`src/verilog/mem_pkg.sv`:
```
// SDRAM write channel definitions
//   Address, data and byte-enable types
//   Full-word byte-enable constant
package mem_pkg;

	// ========================================
	// SDRAM write channel
	// ========================================

	// Byte address into the SDRAM
	typedef logic [26:0] sdram_addr_t;

	// One 32-bit write word
	typedef logic [31:0] sdram_data_t;

	// One enable per byte lane
	typedef logic [3:0]  sdram_be_t;

	// All lanes written
	localparam sdram_be_t BE_ALL = 4'b1111;

endpackage

```
`src/verilog/loader_pkg.sv`:
```
// Host download side definitions
//   Host address, data word and index types
//   Download index codes for BIOS, cart, CD and SBI images
//   CD size, mounted image size and protection key types
package loader_pkg;

	// ========================================
	// Host download bus
	// ========================================

	// Byte address of the current host word
	typedef logic [26:0] host_addr_t;
	typedef logic [15:0] host_word_t;
	typedef logic [7:0]  dl_index_t;

	// Index codes sent by the host with a download
	localparam dl_index_t IDX_BIOS = 8'd0;
	localparam dl_index_t IDX_CART = 8'd1;
	// Only the low 6 bits are compared for CD images
	localparam dl_index_t IDX_CD   = 8'd2;
	localparam dl_index_t IDX_SBI  = 8'd250;

	// ========================================
	// Image and key state
	// ========================================

	typedef logic [29:0] cd_size_t;
	typedef logic [63:0] img_size_t;
	typedef logic [15:0] crypt_key_t;

endpackage
```
`src/verilog/sdram_wr_if.sv`:
```
// SDRAM write channel interface
//   Requester side drives address, data, enables and req
//   Memory side returns a one-cycle ack
`timescale 1ns/1ps

interface sdram_wr_if;
	import mem_pkg::*;

	sdram_addr_t addr;
	sdram_data_t data;
	sdram_be_t   be;
	// Level request held with the payload until ack
	logic        req;
	logic        ack;

	modport requester (
		output addr, data, be, req,
		input  ack
	);

	modport memory (
		input  addr, data, be, req,
		output ack
	);

endinterface

```
`src/verilog/media_loader_top.sv`:
```
// Media loader top level
//   Download decoder, word packer, write arbiter, memory cards
//   Loader and core write channels as two interface instances
`timescale 1ns/1ps

module media_loader_top #(
	parameter int unsigned BIOS_BASE = 2097152,
	parameter int unsigned EXE_BASE  = 4194304,
	parameter int          NUM_CARDS = 2
) (
	input  logic                    clk_1x,
	input  logic                    rst_n,
	// Host download
	input  logic                    ioctl_download,
	input  loader_pkg::dl_index_t   ioctl_index,
	input  loader_pkg::host_addr_t  ioctl_addr,
	input  loader_pkg::host_word_t  ioctl_dout,
	input  logic                    ioctl_wr,
	output logic                    ioctl_wait,
	// Image mounts with bit 1 as the CD and the cards above it
	input  logic [NUM_CARDS+1:0]    img_mounted,
	input  loader_pkg::img_size_t   img_size,
	input  logic                    bk_load,
	input  logic                    bk_save,
	input  logic                    bk_autosave,
	input  logic                    osd_status,
	// Core control
	output logic                    core_reset,
	output logic                    load_exe,
	output logic                    cart_loaded,
	output logic                    has_cd,
	output logic                    cd_hps_on,
	output loader_pkg::cd_size_t    cd_size,
	output loader_pkg::crypt_key_t  libcrypt_key,
	output logic [NUM_CARDS-1:0]    memcard_available,
	output logic [NUM_CARDS-1:0]    memcard_load,
	output logic                    memcard_save,
	// Core write port
	input  mem_pkg::sdram_addr_t    core_addr,
	input  mem_pkg::sdram_data_t    core_din,
	input  mem_pkg::sdram_be_t      core_be,
	input  logic                    core_req,
	output logic                    core_ack,
	// SDRAM write channel
	output mem_pkg::sdram_addr_t    sdram_addr,
	output mem_pkg::sdram_data_t    sdram_din,
	output mem_pkg::sdram_be_t      sdram_be,
	output logic                    sdram_req,
	input  logic                    sdram_ack
);

	logic dl_loading;
	logic dl_is_bios;

	sdram_wr_if pack_wr ();
	sdram_wr_if core_wr ();

	assign core_wr.addr = core_addr;
	assign core_wr.data = core_din;
	assign core_wr.be   = core_be;
	assign core_wr.req  = core_req;
	assign core_ack     = core_wr.ack;

	download_decoder decoder_i (
		.clk_1x, .rst_n, .ioctl_download, .ioctl_index, .ioctl_addr, .ioctl_dout,
		.ioctl_wr, .img_mounted_cd(img_mounted[1]), .img_size, .dl_loading, .dl_is_bios,
		.core_reset, .load_exe, .cart_loaded, .has_cd, .cd_hps_on, .cd_size, .libcrypt_key
	);

	word_packer #(.BIOS_BASE(BIOS_BASE), .EXE_BASE(EXE_BASE)) packer_i (
		.clk_1x, .rst_n, .dl_loading, .dl_is_bios, .ioctl_addr, .ioctl_dout,
		.ioctl_wr, .ioctl_wait, .pack_wr(pack_wr.requester)
	);

	sdram_write_arbiter arbiter_i (
		.clk_1x, .rst_n, .dl_loading, .sdram_ack, .sdram_addr, .sdram_din, .sdram_be,
		.sdram_req, .pack_wr(pack_wr.memory), .core_wr(core_wr.memory)
	);

	memcard_control #(.NUM_CARDS(NUM_CARDS)) memcard_i (
		.clk_1x, .rst_n, .img_mounted_card(img_mounted[NUM_CARDS+1:2]), .img_size,
		.bk_load, .bk_save, .bk_autosave, .osd_status, .memcard_available,
		.memcard_load, .memcard_save
	);

endmodule

```
`src/verilog/memcard_control.sv`:
```
// Memory card control
//   Mount state per card
//   Load pulses on mount and on reload request
//   Save pulses on save request and autosave
`timescale 1ns/1ps

module memcard_control #(
	parameter int NUM_CARDS = 2
) (
	input  logic                  clk_1x,
	input  logic                  rst_n,
	input  logic [NUM_CARDS-1:0]  img_mounted_card,
	input  loader_pkg::img_size_t img_size,
	input  logic                  bk_load,
	input  logic                  bk_save,
	input  logic                  bk_autosave,
	input  logic                  osd_status,
	output logic [NUM_CARDS-1:0]  memcard_available,
	output logic [NUM_CARDS-1:0]  memcard_load,
	output logic                  memcard_save
);

	logic bk_save_a;
	logic old_load;
	logic old_save;
	logic old_save_a;

	// Autosave fires when the OSD opens with autosave on
	assign bk_save_a = osd_status & bk_autosave;

	always_ff @(posedge clk_1x) begin
		if (!rst_n) begin
			memcard_available <= '0;
			memcard_load      <= '0;
			memcard_save      <= 1'b0;
			old_load          <= 1'b0;
			old_save          <= 1'b0;
			old_save_a        <= 1'b0;
		end else begin
			memcard_load <= '0;
			memcard_save <= 1'b0;
			old_load     <= bk_load;
			old_save     <= bk_save;
			old_save_a   <= bk_save_a;

			// Zero-size mount means eject
			for (int i = 0; i < NUM_CARDS; i++) begin
				if (img_mounted_card[i]) begin
					memcard_available[i] <= (img_size != '0);
					memcard_load[i]      <= (img_size != '0);
				end
			end

			// Reload all cards
			if (bk_load && !old_load)
				memcard_load <= '1;

			if ((bk_save && !old_save) || (bk_save_a && !old_save_a))
				memcard_save <= 1'b1;
		end
	end

endmodule

```
`src/verilog/sdram_write_arbiter.sv`:
```
// SDRAM write arbiter
//   Shares one write channel between loader and core
//   Owner is locked for a whole transfer
//   Ack goes back to the owner only
`timescale 1ns/1ps

module sdram_write_arbiter (
	input  logic                clk_1x,
	input  logic                rst_n,
	input  logic                dl_loading,
	input  logic                sdram_ack,
	output mem_pkg::sdram_addr_t sdram_addr,
	output mem_pkg::sdram_data_t sdram_din,
	output mem_pkg::sdram_be_t   sdram_be,
	output logic                sdram_req,
	sdram_wr_if.memory          pack_wr,
	sdram_wr_if.memory          core_wr
);

	logic busy;
	logic owner_loader;
	logic sel_loader;

	// Idle channel follows dl_loading and a running transfer keeps its owner
	assign sel_loader = busy ? owner_loader : dl_loading;

	// ========================================
	// Channel mux
	// ========================================
	always_comb begin
		if (sel_loader) begin
			sdram_addr = pack_wr.addr;
			sdram_din  = pack_wr.data;
			sdram_be   = pack_wr.be;
			sdram_req  = pack_wr.req;
		end else begin
			sdram_addr = core_wr.addr;
			sdram_din  = core_wr.data;
			sdram_be   = core_wr.be;
			sdram_req  = core_wr.req;
		end
	end

	assign pack_wr.ack = sdram_ack & sel_loader;
	assign core_wr.ack = sdram_ack & ~sel_loader;

	// ========================================
	// Owner lock
	// ========================================
	always_ff @(posedge clk_1x) begin
		if (!rst_n) begin
			busy         <= 1'b0;
			owner_loader <= 1'b0;
		end else if (busy) begin
			if (sdram_ack)
				busy <= 1'b0;
		end else if (sdram_req && !sdram_ack) begin
			// Lock whoever was granted when the request went out
			busy         <= 1'b1;
			owner_loader <= sel_loader;
		end
	end

endmodule

```
`src/verilog/word_packer.sv`:
```
// Host word packer
//   Joins two host halfwords into one 32-bit SDRAM write
//   Offsets the address by the BIOS or exe base
//   Holds the host off with ioctl_wait until ack
`timescale 1ns/1ps

module word_packer #(
	parameter int unsigned BIOS_BASE = 2097152,
	parameter int unsigned EXE_BASE  = 4194304
) (
	input  logic                   clk_1x,
	input  logic                   rst_n,
	input  logic                   dl_loading,
	input  logic                   dl_is_bios,
	input  loader_pkg::host_addr_t ioctl_addr,
	input  loader_pkg::host_word_t ioctl_dout,
	input  logic                   ioctl_wr,
	output logic                   ioctl_wait,
	sdram_wr_if.requester          pack_wr
);
	import mem_pkg::*;

	localparam sdram_addr_t BIOS_OFS = sdram_addr_t'(BIOS_BASE);
	localparam sdram_addr_t EXE_OFS  = sdram_addr_t'(EXE_BASE);

	sdram_addr_t wr_addr;
	logic [15:0] data_lo;
	logic [15:0] data_hi;
	logic        wr_req;

	// ========================================
	// Halfword assembly
	// ========================================
	// Payload loaded by the host strobe only
	always_ff @(posedge clk_1x) begin
		if (dl_loading && ioctl_wr) begin
			if (!ioctl_addr[1]) begin
				data_lo <= ioctl_dout;
				wr_addr <= sdram_addr_t'(ioctl_addr) + (dl_is_bios ? BIOS_OFS : EXE_OFS);
			end else begin
				data_hi <= ioctl_dout;
			end
		end
	end

	// ========================================
	// Request and host wait
	// ========================================
	always_ff @(posedge clk_1x) begin
		if (!rst_n) begin
			wr_req     <= 1'b0;
			ioctl_wait <= 1'b0;
		end else begin
			// Request stays up until its ack, whatever the host does
			if (pack_wr.ack)
				wr_req <= 1'b0;

			if (dl_loading) begin
				if (pack_wr.ack)
					ioctl_wait <= 1'b0;
				// Upper half completes the word
				if (ioctl_wr && ioctl_addr[1]) begin
					wr_req     <= 1'b1;
					ioctl_wait <= 1'b1;
				end
			end else begin
				ioctl_wait <= 1'b0;
			end
		end
	end

	assign pack_wr.addr = wr_addr;
	assign pack_wr.data = {data_hi, data_lo};
	assign pack_wr.be   = BE_ALL;
	assign pack_wr.req  = wr_req;

endmodule

```
`src/verilog/download_decoder.sv`:
```
// Download decoder
//   Download kind flags and core reset
//   Exe start pulse at the end of a cart download
//   CD image size and presence, protection key capture
`timescale 1ns/1ps

module download_decoder (
	input  logic                    clk_1x,
	input  logic                    rst_n,
	input  logic                    ioctl_download,
	input  loader_pkg::dl_index_t   ioctl_index,
	input  loader_pkg::host_addr_t  ioctl_addr,
	input  loader_pkg::host_word_t  ioctl_dout,
	input  logic                    ioctl_wr,
	input  logic                    img_mounted_cd,
	input  loader_pkg::img_size_t   img_size,
	output logic                    dl_loading,
	output logic                    dl_is_bios,
	output logic                    core_reset,
	output logic                    load_exe,
	output logic                    cart_loaded,
	output logic                    has_cd,
	output logic                    cd_hps_on,
	output loader_pkg::cd_size_t    cd_size,
	output loader_pkg::crypt_key_t  libcrypt_key
);
	import loader_pkg::*;

	logic bios_dl;
	logic cart_dl;
	logic cd_dl;
	logic sbi_dl;
	logic cart_dl_d;
	logic cd_dl_d;

	// ========================================
	// Download kind flags
	// ========================================
	always_ff @(posedge clk_1x) begin
		if (!rst_n) begin
			bios_dl <= 1'b0;
			cart_dl <= 1'b0;
			cd_dl   <= 1'b0;
			sbi_dl  <= 1'b0;
		end else begin
			bios_dl <= ioctl_download && (ioctl_index == IDX_BIOS);
			cart_dl <= ioctl_download && (ioctl_index == IDX_CART);
			cd_dl   <= ioctl_download && (ioctl_index[5:0] == IDX_CD[5:0]);
			sbi_dl  <= ioctl_download && (ioctl_index == IDX_SBI);
		end
	end

	// Only BIOS and cart data go to SDRAM
	assign dl_loading = bios_dl | cart_dl;
	assign dl_is_bios = bios_dl;

	// Core held in reset for the whole of an image download
	assign core_reset = ~rst_n | bios_dl | cart_dl | cd_dl;

	// ========================================
	// Download end, CD and key tracking
	// ========================================
	always_ff @(posedge clk_1x) begin
		if (!rst_n) begin
			cart_dl_d   <= 1'b0;
			cd_dl_d     <= 1'b0;
			load_exe    <= 1'b0;
			cart_loaded <= 1'b0;
			has_cd      <= 1'b0;
			cd_hps_on   <= 1'b0;
		end else begin
			cart_dl_d <= cart_dl;
			cd_dl_d   <= cd_dl;
			load_exe  <= cart_dl_d & ~cart_dl;

			if (cart_dl || cd_dl || img_mounted_cd)
				cart_loaded <= 1'b1;

			// Downloaded CD takes the last host address as its size
			if (cd_dl_d && !cd_dl) begin
				cd_size   <= cd_size_t'(ioctl_addr);
				cd_hps_on <= 1'b0;
				has_cd    <= 1'b1;
			end

			// Mounted CD is streamed from the host and a later mount wins
			if (img_mounted_cd) begin
				if (img_size != '0) begin
					cd_size   <= img_size[29:0];
					cd_hps_on <= 1'b1;
					has_cd    <= 1'b1;
				end else begin
					has_cd <= 1'b0;
				end
			end

			if (sbi_dl && ioctl_wr)
				libcrypt_key <= ioctl_dout;
		end
	end

endmodule

```
`config.mk`:
```
export PLATFORM = sky130hd
export DESIGN_NAME = media_loader_top
export DESIGN_NICKNAME = d
export VERILOG_FILES = /design/src/verilog/mem_pkg.sv /design/src/verilog/loader_pkg.sv /design/src/verilog/sdram_wr_if.sv /design/src/verilog/media_loader_top.sv /design/src/verilog/memcard_control.sv /design/src/verilog/sdram_write_arbiter.sv /design/src/verilog/word_packer.sv /design/src/verilog/download_decoder.sv
export SDC_FILE = /design/constraint.sdc
export NUM_CORES = 1
export LEC_CHECK = 0
export ABC_AREA = 0
export BUFFER_PORTS_ARGS = -buffer_cell sky130_fd_sc_hd__buf_2
export CAP_MARGIN = 25
export CORE_MARGIN = 10
export CORE_UTILIZATION = 47
export CTS_BUF_LIST = sky130_fd_sc_hd__clkbuf_8
export DETAILED_ROUTE_END_ITERATION = 10
export GPL_TIMING_DRIVEN = 0
export PLACE_DENSITY = 0.78
export SKIP_LAST_GASP = 1
export SYNTH_ARGS = -nofsm -noshare
export SYNTH_HDL_FRONTEND = slang
export SYNTH_HIERARCHICAL = 1
export SYNTH_SLANG_ARGS = --single-unit
```
`constraint.sdc`:
```
create_clock -name clk_1x -period 4 [get_ports clk_1x]
set_input_delay 0.8 -clock clk_1x [delete_from_list [all_inputs] [get_ports clk_1x]]
set_output_delay 0.8 -clock clk_1x [all_outputs]
set_load 0.02 [all_outputs]
```
# After elaboration in Yosys (flattened, before gate mapping)
# Cells that the tools add are included.
totals:
  input_bits: 192
  latch_bits: 0
  rom_bits: 0
  elab_cells: 99
  output_inout_bits: 122
  regBits: 127
  mem_count: 0
  mem_bits_rw: 0
classes:
  bitwise_logic: 13
  n_shift: 0
  n_addsub: 1
  order_cmp: 0
  reduce_logical: 29
  n_mux: 27
  n_eq_ne: 3
  mul: 0
  div: 0
op_table:
  columns: ["op", "count"]
  rows:
  - ["30-bit 2-to-1 mux", 3]
  - ["64-bit nonzero test", 1]
  - ["32-bit 2-to-1 mux", 1]
  - ["27-bit adder", 1]
  - ["27-bit 2-to-1 mux", 1]
  - ["23-bit 2-to-1 mux", 1]
  - ["1-bit 2-to-1 mux", 19]
  - ["1-bit logical AND", 12]
  - ["2-bit AND reduction", 5]
  - ["8-bit by 1-bit equality test with 1-bit output, second input constant", 1]
  - ["8-bit equality test, second input constant", 1]
  - ["8-bit zero test", 1]
  - ["6-bit by 2-bit equality test with 1-bit output, second input constant", 1]
  - ["1-bit zero test", 5]
  - ["1-bit inverter", 5]
  - ["1-bit AND", 4]
  - ["4-bit 2-to-1 mux", 1]
  - ["1-bit OR", 4]
  - ["2-bit nonzero test", 2]
  - ["1-bit logical OR", 3]
  - ["2-bit 2-to-1 mux", 1]

# Logic depth before layout (Yosys ltp)
# Gate-level depths: netlist (run 1).
logic_depth:
  ltp_word: 6
  ltp_mapped: 7
  ltp_nobuf: 5

# Hierarchy
# The synthesis (run 1) kept the hierarchy.
modules_own_cells:
  columns: ["mod", "area_each_um2", "seq_area_each_um2", "cells_per_inst", "n_inst"]
  rows:
  - ["download_decoder", 2682.6, 1581.5, 168, 1]
  - ["word_packer", 2014.4, 1811.7, 91, 1]
  - ["sdram_write_arbiter", 1042.2, 40.0, 85, 1]
  - ["memcard_control", 377.9, 160.2, 44, 1]

# Worst setup path after synthesis (run 1)
# Ideal clock, no wire load.
synth_timing:
  kind: "input port to flip-flop"
  startpoint: "input port ioctl_wr"
  endpoint: "register packer_i.data_lo[0] (enable)"
  path_slack_ns: 0.893
  setup_time_ns: 0.444
  arrival_time_ns: 2.663
  path_buffers: 0
  stages: 2
  t_required_ns: 3.556
  path_cell_list: "nand2_1 > nor2_1"
synth_via:
  elab_chain_cells: 2
synth_lines:
  columns: ["item", "line", "rtl"]
  rows:
  - ["start, declared", "media_loader_top.sv:18", "input logic ioctl_wr,"]
  - ["1-bit logical AND", "word_packer.sv:36", "if (dl_loading && ioctl_wr) begin"]
  - ["2-bit AND reduction (no line)", null, null]
  - ["end signal, assigned", "word_packer.sv:38", "data_lo <= ioctl_dout;"]
  - ["end, declared", "word_packer.sv:27", "logic [15:0] data_lo;"]
# No other way between the ends.
# A chain may end at the register's enable or synchronous reset.

# Worst setup path in the final report (run 1)
layout_timing:
  startpoint: "input port rst_n"
  endpoint: "output port core_reset"
layout_via:
  elab_chain_cells: 4
layout_lines:
  columns: ["item", "line", "rtl"]
  rows:
  - ["start, declared", "media_loader_top.sv:12", "input logic rst_n,"]
  - ["1-bit inverter", "download_decoder.sv:58", "assign core_reset = ~rst_n | bios_dl | cart_dl | cd_dl;"]
  - ["1-bit OR (3 in a row)", "download_decoder.sv:58", null]
  - ["end, declared", "media_loader_top.sv:28", "output logic core_reset,"]
# No other way between the ends.

==> run metrics, run 1 <==
most numerous cell in the Yosys netlist=edfxtp_1; worst-margin pin slew=approximately 0.97 ns; post-CTS sizing=0; fraction of layout cells with a size suffix above 1=0.6576; Setup WS post-layout=between 0.6 and 0.7 ns; num ports=~310; Area Overhead vs Synth=35.51%; setup TNS=0 ns; Cell variety after synth=44; initial antenna violation count=2; Critical Path AT=~2.6 ns; die extent in y=134.1 um; vias post-DR=4,686; Placer Congestion=between 0.8 and 0.9; run status=completed; Cell Pwr Density=349.8 nW/um^2; CTS tree=built; initial DRC count=roughly 160; cells after synthesis=about 390; Crit Path Max Fanout=43; final WL=approximately 20 mm; DR vias/cell=between 5 and 6; Overall Global Routing Usage=0.2118; Max-Cap Viols=0; I/O Buffers=~310; CTS Buffer Depth=2; final instance area=approximately 8300 sq um; total chip power=2.899 mW; Final period util=0.8438; first drt pass iteration count=4; VDD IR max=around 0.00021 V; Main synth FF type=edfxtp_1; Hold/Removal Path Class=reg -> reg; number of global-route vias before repair=5,218; Post-DP Area=7940 sq um; Final #Nets=slightly above 900; register clock-pin slew on the reported worst setup and hold paths=about 0.060 ns; DR DRC count=0; Yosys top cell area share=0.5154; unrepaired setup endpoints after global routing=false; asr flop ratio synth=0; final antenna-violating net count=0; Synth top cells by count=edfxtp_1 (105), mux2_2 (63), mux2_4 (58), nor4_1 (30), dfxtp_1 (22); final hold violation count=0; dpl ws=about 0.60 ns; drt wl/cell=21.97 um; WHS=~0.43 ns; Root Buffer=clkbuf_8; EDFF count, synth=around 110; YS warnings=6; placed insts=876; CP Capture Type=primary output; die area=about 18,000 sq um; first-pass GRT wire length=29.30 mm; worst clock skew=0.01037 ns; WS Path Type=in -> out; CTS H-tree depth=4; cts bufs inserted=17; final number of max-transition violations=0; Rel. slew slack=0.3554; core area=around 13,000 sq um; final setup vio count=0; mapped cell area=6117 sq um; Horiz. Die Dim=approximately 130 um; CTS Hold Bufs=0; Final Util=0.6542; Sink Count=between 100 and 150; post-synthesis sequential area ratio=0.5874; worst endpoint required time=3.20 ns; Mean Syn Cell Area=between 15 and 20 sq um; Initial Util=0.4828; fin cells=909; Synth Register Bits=127; Fill cells=a little over 1,000; Post CTS Setup Buffer Count=0; largest cells by area after synthesis=edfxtp_1 (52%), mux2_4 (14%), mux2_2 (12%); startpoint types=input pin; Leak=~3.7 nW; row cnt=between 40 and 50; Synth area leader=edfxtp_1; later-pin clock latency in the skew report=between 0.4 and 0.5 ns; GRT overflow=0; Period minus WS final=between 3 and 4 ns; largest net degree at the start of global routing=44; HPWL after detailed placement=approximately 17 mm; FMAX=approximately 300 MHz
[metal layers]
layer | part of all wire | GRT usage
met4 | 0.016 | 0.07618
met1 | 0.37 | 0.2135
met3 | 0.10 | 0.09895
met5 | 0 | 0
met2 | 0.51 | 0.3747
[layout by cell type (no fill, tap or decap), types with 2 or more instances in the layout]
cell,Yosys,layout
buf_4,5,5
and3_1,2,2
o21ai_0,3,3
ha_1,2,2
buf_2,2,314
inv_1,8,14
a21boi_0,2,2
o21ai_1,2,2
nor2b_1,6,6
buf_6,7,7
nor4_1,30,30
clkbuf_1,5,5
xnor2_1,3,3
or3b_2,2,2
nor4_2,4,4
nor3_1,4,4
mux2_2,63,63
edfxtp_1,105,105
dfxtp_1,22,22
nand2b_1,2,2
and2_1,5,5
clkinv_2,0,4
mux2_4,58,58
a21oi_1,3,3
nand4_1,11,11
inv_4,0,2
conb_1,1,4
nand2_1,9,9
clkbuf_8,0,19
nor2_1,4,3
nand3_1,2,2
[flip-flops by register name, indices dropped and copies added, names as in the netlist, 2 cells and up]
signal / cells
memcard_i/memcard_available: 2
packer_i/pack_wr.addr: 27
decoder_i/libcrypt_key: 16
decoder_i/cd_size: 30
packer_i/data_lo: 16
packer_i/data_hi: 16
memcard_i/memcard_load: 2
[critical path, cell delays in order]
cell	delay, ns
buf_2	0.72
clkbuf_1	0.40
or3b_2	0.48
buf_2	0.17
[cell families after synthesis]
kind of cell             Yosys count  share of synthesized area
AO/OA/AOI/OAI                     18                    0.02311
other                              1                  0.0006130
adder cells (fa/ha/maj)            3                   0.007363
XOR/XNOR                           4                   0.005728
multiplexers                     122                     0.2600
flip-flops                       127                     0.5874
AND/OR/NAND/NOR                   86                    0.08714
buffers and inverters             27                    0.02864
[path summary, 6_finish.rpt]
check                      from                      to  slack (ns)  depth (start not counted)
max                       rst_n              core_reset        0.62                          4
min reg2reg  memcard_i/old_save  memcard_i/memcard_save        0.43                          1
max reg2reg     decoder_i/cd_dl   decoder_i/cd_size[14]        1.84                          5
min          memcard_i/old_save  memcard_i/memcard_save        0.43                          1
[final cells by class]
type	instances	area, sq um	share of cell area
diodes	1	2.502	0.0003019
plain buffers	19	145.1	0.01751
clock buffers	19	261.5	0.03155
clock inverters	13	85.08	0.01026
inverters	8	30.03	0.003623
multi-input cells	237	2367	0.2856
flip-flops and latches	127	3593	0.4335
well taps	172	215.2	0.02596
repair buffers	313	1589	0.1917
[where the power goes]
group	total, mW	switching [mW]	internal, mW	leakage [nW]
clock	0.974	0.469	0.505	0.207
sequential	1.48	0.0136	1.47	1.15
combinational	0.444	0.232	0.212	2.36
total	2.90	0.715	2.18	3.72
No activity file was read; power rests on OpenSTA's default activity.
==> run 2: changes to the inputs <==
--- a/config.mk
+++ b/config.mk
@@ -5,15 +5,15 @@
 export SDC_FILE = /design/constraint.sdc
 export NUM_CORES = 1
 export LEC_CHECK = 0
-export ABC_AREA = 0
+export ABC_AREA = 1
 export BUFFER_PORTS_ARGS = -buffer_cell sky130_fd_sc_hd__buf_2
 export CAP_MARGIN = 25
 export CORE_MARGIN = 10
-export CORE_UTILIZATION = 47
+export CORE_UTILIZATION = 48
 export CTS_BUF_LIST = sky130_fd_sc_hd__clkbuf_8
 export DETAILED_ROUTE_END_ITERATION = 10
 export GPL_TIMING_DRIVEN = 0
-export PLACE_DENSITY = 0.78
+export PLACE_DENSITY = 0.79
 export SKIP_LAST_GASP = 1
 export SYNTH_ARGS = -nofsm -noshare
 export SYNTH_HDL_FRONTEND = slang
==> constraint.sdc (replaced) <==
create_clock -name clk_1x -period 3.37 [get_ports clk_1x]
set_input_delay 0.674 -clock clk_1x [delete_from_list [all_inputs] [get_ports clk_1x]]
set_output_delay 0.674 -clock clk_1x [all_outputs]
set_load 0.02 [all_outputs]
==> run 2 against run 1 <==
  * Clock skew rose by 0.0024 ns
  * Cell count rose by 42%
  * Synthesized area grew 3.2%
  * Clock power rose by 30%
  * Total power is 22% higher
  * Non-clock buffer count grew 14
  * Die area is 0.90% higher
==> run metrics, run 2 <==
fraction of layout cells with a size suffix above 1=0.3348 (-0.3228); FMAX=around 360 MHz; Top delay family on crit path=buffers and inverters; Clk network pwr share=0.360 (+0.024); die extent in y=134.7 um (+0.45%); Internal=2.662 mW (+22%); Reg2Reg Depth=4 (-1); first drt pass iteration count=5 (+1); cells after synthesis=775 (+100%); DR DRC count=0 (unchanged); Post CTS Setup Buffer Count=0 (unchanged); Cell Pwr Density=415.3 nW/um^2 (+19%); Leak=4.295 nW (+16%); Horiz. Die Dim=134.7 um (+0.45%); initial DRC count=363 (+130%); Area Overhead vs Synth=34.96%; number of global-route vias before repair=6,314 (+21%); flop2flop setup slack=1.53 ns (-0.31 ns); commonest non-fill, non-tap cells in the layout=nand2_1 (405), buf_2 (323), edfxtp_1 (105); final WL=20.80 mm (+4.2%); hold path startpoint=decoder_i/cart_dl_d; Post-DP Area=8132 sq um (+2.4%); final number of max-transition violations=0 (unchanged); Critical Path AT=2.12 ns (-0.46 ns); multi-input combinational cell area=2345 sq um (-0.95%); combinational power share=0.144 (-0.009); core area=12,770 sq um (+0.81%); Period minus WS final=roughly 2.8 ns; Reg-to-Reg Start=decoder_i/dl_is_bios; Buf/Inv on CP=3 (unchanged); mapped cell area=6314 sq um (+3.2%); Rel. slew slack=0.3691 (+0.01376); num ports=314 (unchanged); VDD IR max=0.0002439 V (+14%); CTS tree=built; Sink Count=127 (unchanged); die area=18,140 sq um (+0.90%); Diodes inserted=0 (-1); Hold/Removal Path Class=reg -> reg; Worst Hold End=decoder_i/load_exe; Hold Path Depth=2 (+1); Max-Cap Viols=0 (unchanged); Final Util=0.6671 (+0.01287); asr flop ratio synth=0 (unchanged); register name with the most flops=decoder_i/cd_size; first-pass GRT wire length=31.94 mm (+9.0%); run status=completed; initial antenna violation count=0 (-2); final setup vio count=0 (unchanged); CP dominant cell by count=buf_2; Fill cells=1,129 (+12%); cts bufs inserted=17 (unchanged); Synth area leader=edfxtp_1; Mean Syn Cell Area=8.147 sq um (-48%); Cell variety after synth=34 (-23%); commonest non-fill, non-tap cell in the layout=nand2_1; unrepaired setup endpoints after global routing=false; Crit Path Max Fanout=43 (unchanged); post-CTS sizing=0 (unchanged); drt wl/cell=16.06 um (-27%); worst-path cell chain=buf_2 > inv_1 > nor2_1 > nand2_1 > buf_2; Synth top cells by count=nand2_1 (405), edfxtp_1 (105), nor2_1 (101), nand3_1 (38), inv_1 (35); worst-margin pin slew=0.9463 ns (-0.02064 ns); most numerous cell in the Yosys netlist=nand2_1; row cnt=41 (unchanged); worst r2r dst=packer_i/pack_wr.addr[16]; startpoint types=input pin; Final period util=0.8304; CP Capture Type=primary output; final instance area=8521 sq um (+2.8%); Root Buffer=clkbuf_8; YS warnings=6 (unchanged); Synth Register Bits=127 (unchanged); final hold violation count=0 (unchanged); WS Path Type=in -> out; worst clock skew=0.01277 ns (+0.002393 ns); I/O Buffers=311 (-0.32%); largest net degree at the start of global routing=44 (unchanged); CTS Buffer Depth=2 (unchanged); vias post-DR=6,068 (+29%); HPWL after detailed placement=17.41 mm (+5.3%); EDFF count, synth=105 (unchanged); Yosys top cell area share=0.4994 (-0.01604); worst endpoint required time=2.70 ns (-0.50 ns); final antenna-violating net count=0 (unchanged); Switching Share=0.2477 (+0.001164); sw power=0.8764 mW (+23%); Overall Global Routing Usage=0.2247 (+0.01288); GRT overflow=0 (unchanged); register clock-pin slew on the reported worst setup and hold paths=0.07 ns (about the same); CTS Hold Bufs=0 (unchanged); Placer Congestion=0.9249 (+3.1%); Main synth FF type=edfxtp_1; later-pin clock latency in the skew report=0.42 ns (about the same); Final #Nets=1,305 (+42%); Critical Path Max Stage Delay=0.70 ns (-0.02 ns); storage element area=3593 sq um (unchanged); max FFs per register=30 (unchanged); largest cells by area after synthesis=edfxtp_1 (50%), nand2_1 (24%), dfxtp_1 (7.0%); post-synthesis sequential area ratio=0.5692 (-0.01828); DR vias/cell=4.686 (-9.1%); CTS H-tree depth=4 (unchanged); Seq pwr share=0.497 (-0.014); Worst path slowest cell=buf_2; Initial Util=0.4943 (+0.01150)
==> run 2: cell types whose count changed in the layout (fill, tap and decap cells not counted), moves of 9 or more <==
cell	previous run	this run
nand2_1	9	405
inv_1	14	39
nor2_1	3	100
nand4_1	11	2
nand3_1	2	38
mux2_2	63	0
mux2_4	58	0
nor4_1	30	1
buf_2	314	323
==> run 2: worst max path at each step <==
stage | startpoint | end | slack, ns | cells past startpoint
after floorplan | ioctl_wr | packer_i/data_lo[0] | 0.39 | 2
after global routing | rst_n | core_reset | 0.45 | 5
after CTS | rst_n | core_reset | 0.56 | 5
final | rst_n | core_reset | 0.57 | 5
after detailed placement | rst_n | decoder_i/libcrypt_key[7] | 0.47 | 4
after global placement | ioctl_wr | packer_i/pack_wr.addr[17] | -0.62 | 3
==> run 2: worst min-delay path: stages (launching register included) <==
cell	delay, ns
dfxtp_1	0.30
nand2_1	0.05
nor2_1	0.03
==> run 2: cell families after synthesis <==
logic type,Yosys count,share of synthesized area
adder cells (fa/ha/maj),3,0.007134
other,1,0.0005940
AO/OA/AOI/OAI,13,0.01130
buffers and inverters,70,0.06243
AND/OR/NAND/NOR,559,0.3466
flip-flops,127,0.5692
XOR/XNOR,2,0.002775
==> run 2: final cells by class <==
cell class,count,share of cell area
clock inverters,11,0.01175
plain buffers,33,0.02966
flip-flops and latches,127,0.4217
clock buffers,21,0.03392
inverters,37,0.01659
well taps,172,0.02526
multi-input cells,581,0.2752
repair buffers,313,0.1859
==> run 2: power groups by stage <==
stage / registers, mW / logic (mW) / clock network, mW
3_3_place_gp: 1.79 / 0.503 / 0
5_1_grt: 1.76 / 0.565 / 1.36
2_1_floorplan: 1.83 / 0.204 / 0
3_5_place_dp: 1.79 / 0.512 / 0
4_1_cts: 1.76 / 0.514 / 1.29
6_report: 1.76 / 0.509 / 1.27
==> run 2: per-layer routing <==
layer	vias to the layer above	global-route usage	part of all wire
met1	2648	0.2245	0.36
met4	0	0.09855	0.027
met5	-	0	0
met2	273	0.3997	0.50
met3	34	0.09273	0.11
li1	3113	-	-
==> run 2: stage by stage <==
step	hold WS, ns	setup TNS (ns)	total power [mW]	setup WS [ns]	std cells
after floorplan	0.3992	0	2.038	0.3883	778
after global placement	0.4077	-26.58	2.292	-0.6214	1261
after detailed placement	0.4117	0	2.303	0.4715	1263
after CTS	0.4135	0	3.560	0.5649	1295
after global routing	0.4095	0	3.689	0.4494	1295
final	0.4171	0	3.538	0.5714	1295
==> run 3: changes to the inputs <==
--- a/config.mk
+++ b/config.mk
@@ -9,11 +9,11 @@
 export BUFFER_PORTS_ARGS = -buffer_cell sky130_fd_sc_hd__buf_2
 export CAP_MARGIN = 25
 export CORE_MARGIN = 10
-export CORE_UTILIZATION = 48
+export CORE_UTILIZATION = 43
 export CTS_BUF_LIST = sky130_fd_sc_hd__clkbuf_8
 export DETAILED_ROUTE_END_ITERATION = 10
 export GPL_TIMING_DRIVEN = 0
-export PLACE_DENSITY = 0.79
+export PLACE_DENSITY = 0.75
 export SKIP_LAST_GASP = 1
 export SYNTH_ARGS = -nofsm -noshare
 export SYNTH_HDL_FRONTEND = slang
==> constraint.sdc (replaced) <==
create_clock -name clk_1x -period 2.25 [get_ports clk_1x]
set_input_delay 0.45 -clock clk_1x [delete_from_list [all_inputs] [get_ports clk_1x]]
set_output_delay 0.45 -clock clk_1x [all_outputs]
set_load 0.02 [all_outputs]
==> run 3 against run 2 <==
  * Global-route usage fell by 1.9 points
  * First-iteration DRC count fell by 15%
  * Clock skew fell by 0.0014 ns
  * Final area rose by 4.5%
  * Combinational power rose by 59%
  * Setup slack got worse by 0.54 ns
  * Sequential cell count did not move
  * Critical path depth rose by 3
  * Count of clock-buffer cells in the layout fell by 4
  * Wire length rose by 4.1%
  * Via count rose by 1.4%
  * Total power rose by 54%
  * Critical endpoint is now sdram_din[15]
  * Largest power group unchanged
==> run metrics, run 3 (synthesis gave the netlist of run 2 again) <==
register name with the most flops=decoder_i/cd_size; Buf/Inv on CP=3 (unchanged); Period minus WS final=between 2 and 2.5 ns; DR vias/cell=4.694 (+0.18%); CTS Buffer Depth=2 (unchanged); Critical Path Max Stage Delay=0.34 ns (-0.36 ns); Top delay family on crit path=simple AND/OR/NAND/NOR gates; vias post-DR=6,154 (+1.4%); Crit Path Max Fanout=10 (-77%); Critical Path AT=1.77 ns (-0.35 ns); cts bufs inserted=17 (unchanged); Final period util=0.9881; initial antenna violation count=2 (+2); commonest non-fill, non-tap cell in the layout=nand2_1; die extent in y=141.2 um (+4.8%); Fill cells=1,331 (+18%); Setup WS post-layout=0.02680 ns (-0.5446 ns); final WL=21.66 mm (+4.1%); largest net degree at the start of global routing=44 (unchanged); initial DRC count=307 (-15%); final instance area=8906 sq um (+4.5%); num ports=314 (unchanged); Final Util=0.6151 (-0.05195); Area Overhead vs Synth=41.06%; drt wl/cell=16.52 um (+2.9%); core area=14,480 sq um (+13%); Horiz. Die Dim=141.2 um (+4.8%); Rel. slew slack=0.3739 (+0.004797); WS Path Type=reg -> out; I/O Buffers=311 (unchanged); final hold violation count=0 (unchanged); max FFs per register=30 (unchanged); WHS=0.2050 ns (-0.2121 ns); CTS Hold Bufs=0 (unchanged); CTS H-tree depth=4 (unchanged); GRT overflow=0 (unchanged); worst endpoint required time=1.80 ns (-0.90 ns); Initial Util=0.4361 (-0.05822); CTS tree=built; Worst path slowest cell=dfxtp_4; Post-DP Area=8142 sq um (+0.12%); worst clock skew=0.01135 ns (-0.001418 ns); HPWL after detailed placement=17.55 mm (+0.85%); Overall Global Routing Usage=0.2059 (-0.01875); Cell Pwr Density=611.0 nW/um^2 (+47%); multi-input combinational cell area=2424 sq um (+3.4%); Final #Nets=1,309 (+0.31%); VDD IR max=0.0004035 V (+65%); Max-Cap Viols=0 (unchanged); Root Buffer=clkbuf_8; register clock-pin slew on the reported worst setup and hold paths=0.07 ns (about the same); storage element area=3600 sq um (+0.17%); run status=completed; number of global-route vias before repair=6,046 (-4.2%); final number of max-transition violations=0 (unchanged); Placer Congestion=0.8409 (-9.1%); row cnt=44 (+7.3%); worst-path cell chain=or2_4 > nand2_4 > nand2_8 > buf_12 > buf_12 > nand2_1 > nand2_1 > buf_6; FMAX=roughly 450 MHz; Diodes inserted=0 (unchanged); CP Capture Type=primary output; first-pass GRT wire length=32.04 mm (+0.30%); first drt pass iteration count=5 (unchanged); fin cells=1,311 (+1.2%); final antenna-violating net count=0 (unchanged); startpoint types=flop; total chip power=5.442 mW (+54%); Hold/Removal Path Class=in -> reg; unrepaired setup endpoints after global routing=true; fraction of layout cells with a size suffix above 1=0.3629 (+0.02809); dpl ws=-0.5395 ns (-1.011 ns); commonest non-fill, non-tap cells in the layout=nand2_1 (381), buf_2 (278), edfxtp_1 (105); setup TNS=0 ns (unchanged); later-pin clock latency in the skew report=0.44 ns (+0.02 ns); DR DRC count=0 (unchanged); worst-margin pin slew=0.9381 ns (-0.008204 ns); die area=19,930 sq um (+9.9%); Leak=4.406 nW (+2.6%); Sink Count=127 (unchanged); placed insts=1,274 (+0.87%); final setup vio count=0 (unchanged)
## run 3: worst paths after layout
path              cells after the start                   endpoint  slack (ns)            startpoint
setup / recovery                      8              sdram_din[15]        0.03  decoder_i/dl_is_bios
hold / removal                        1   packer_i/pack_wr.addr[7]        0.20         ioctl_addr[7]
setup reg to reg                      5  packer_i/pack_wr.addr[13]        0.58  decoder_i/dl_is_bios
hold reg to reg                       2         decoder_i/load_exe        0.42   decoder_i/cart_dl_d
## run 3: power breakdown
part	leakage, nW	internal (mW)	total (mW)	switching [mW]
clock	0.201	1.09	2.00	0.913
combinational	3.05	0.337	0.808	0.471
sequential	1.15	2.60	2.63	0.0255
total	4.41	4.03	5.44	1.41
## run 3: final cells by class
cell class              instances  area share
flip-flops and latches        127      0.4042
multi-input cells             581      0.2721
repair buffers                317      0.2017
plain buffers                  33     0.03386
clock buffers                  17     0.02627
well taps                     184     0.02585
clock inverters                15     0.01897
inverters                      37     0.01700
## run 3: metal layers
metal  wire length [um]  up-vias  GRT usage
li1                   -     3119          -
met1               8025     2760     0.2093
met2              11150      250     0.3699
met3               2233       21    0.09573
met4                230        4    0.05435
met5                 21        -          0
## run 3: timing repair
item	4_1_cts	5_1_grt
setup buffers	5	0
setup endpoints to repair	81	62
resized for setup	44	67
pin swaps	1	6
hold endpoints to repair	0	0
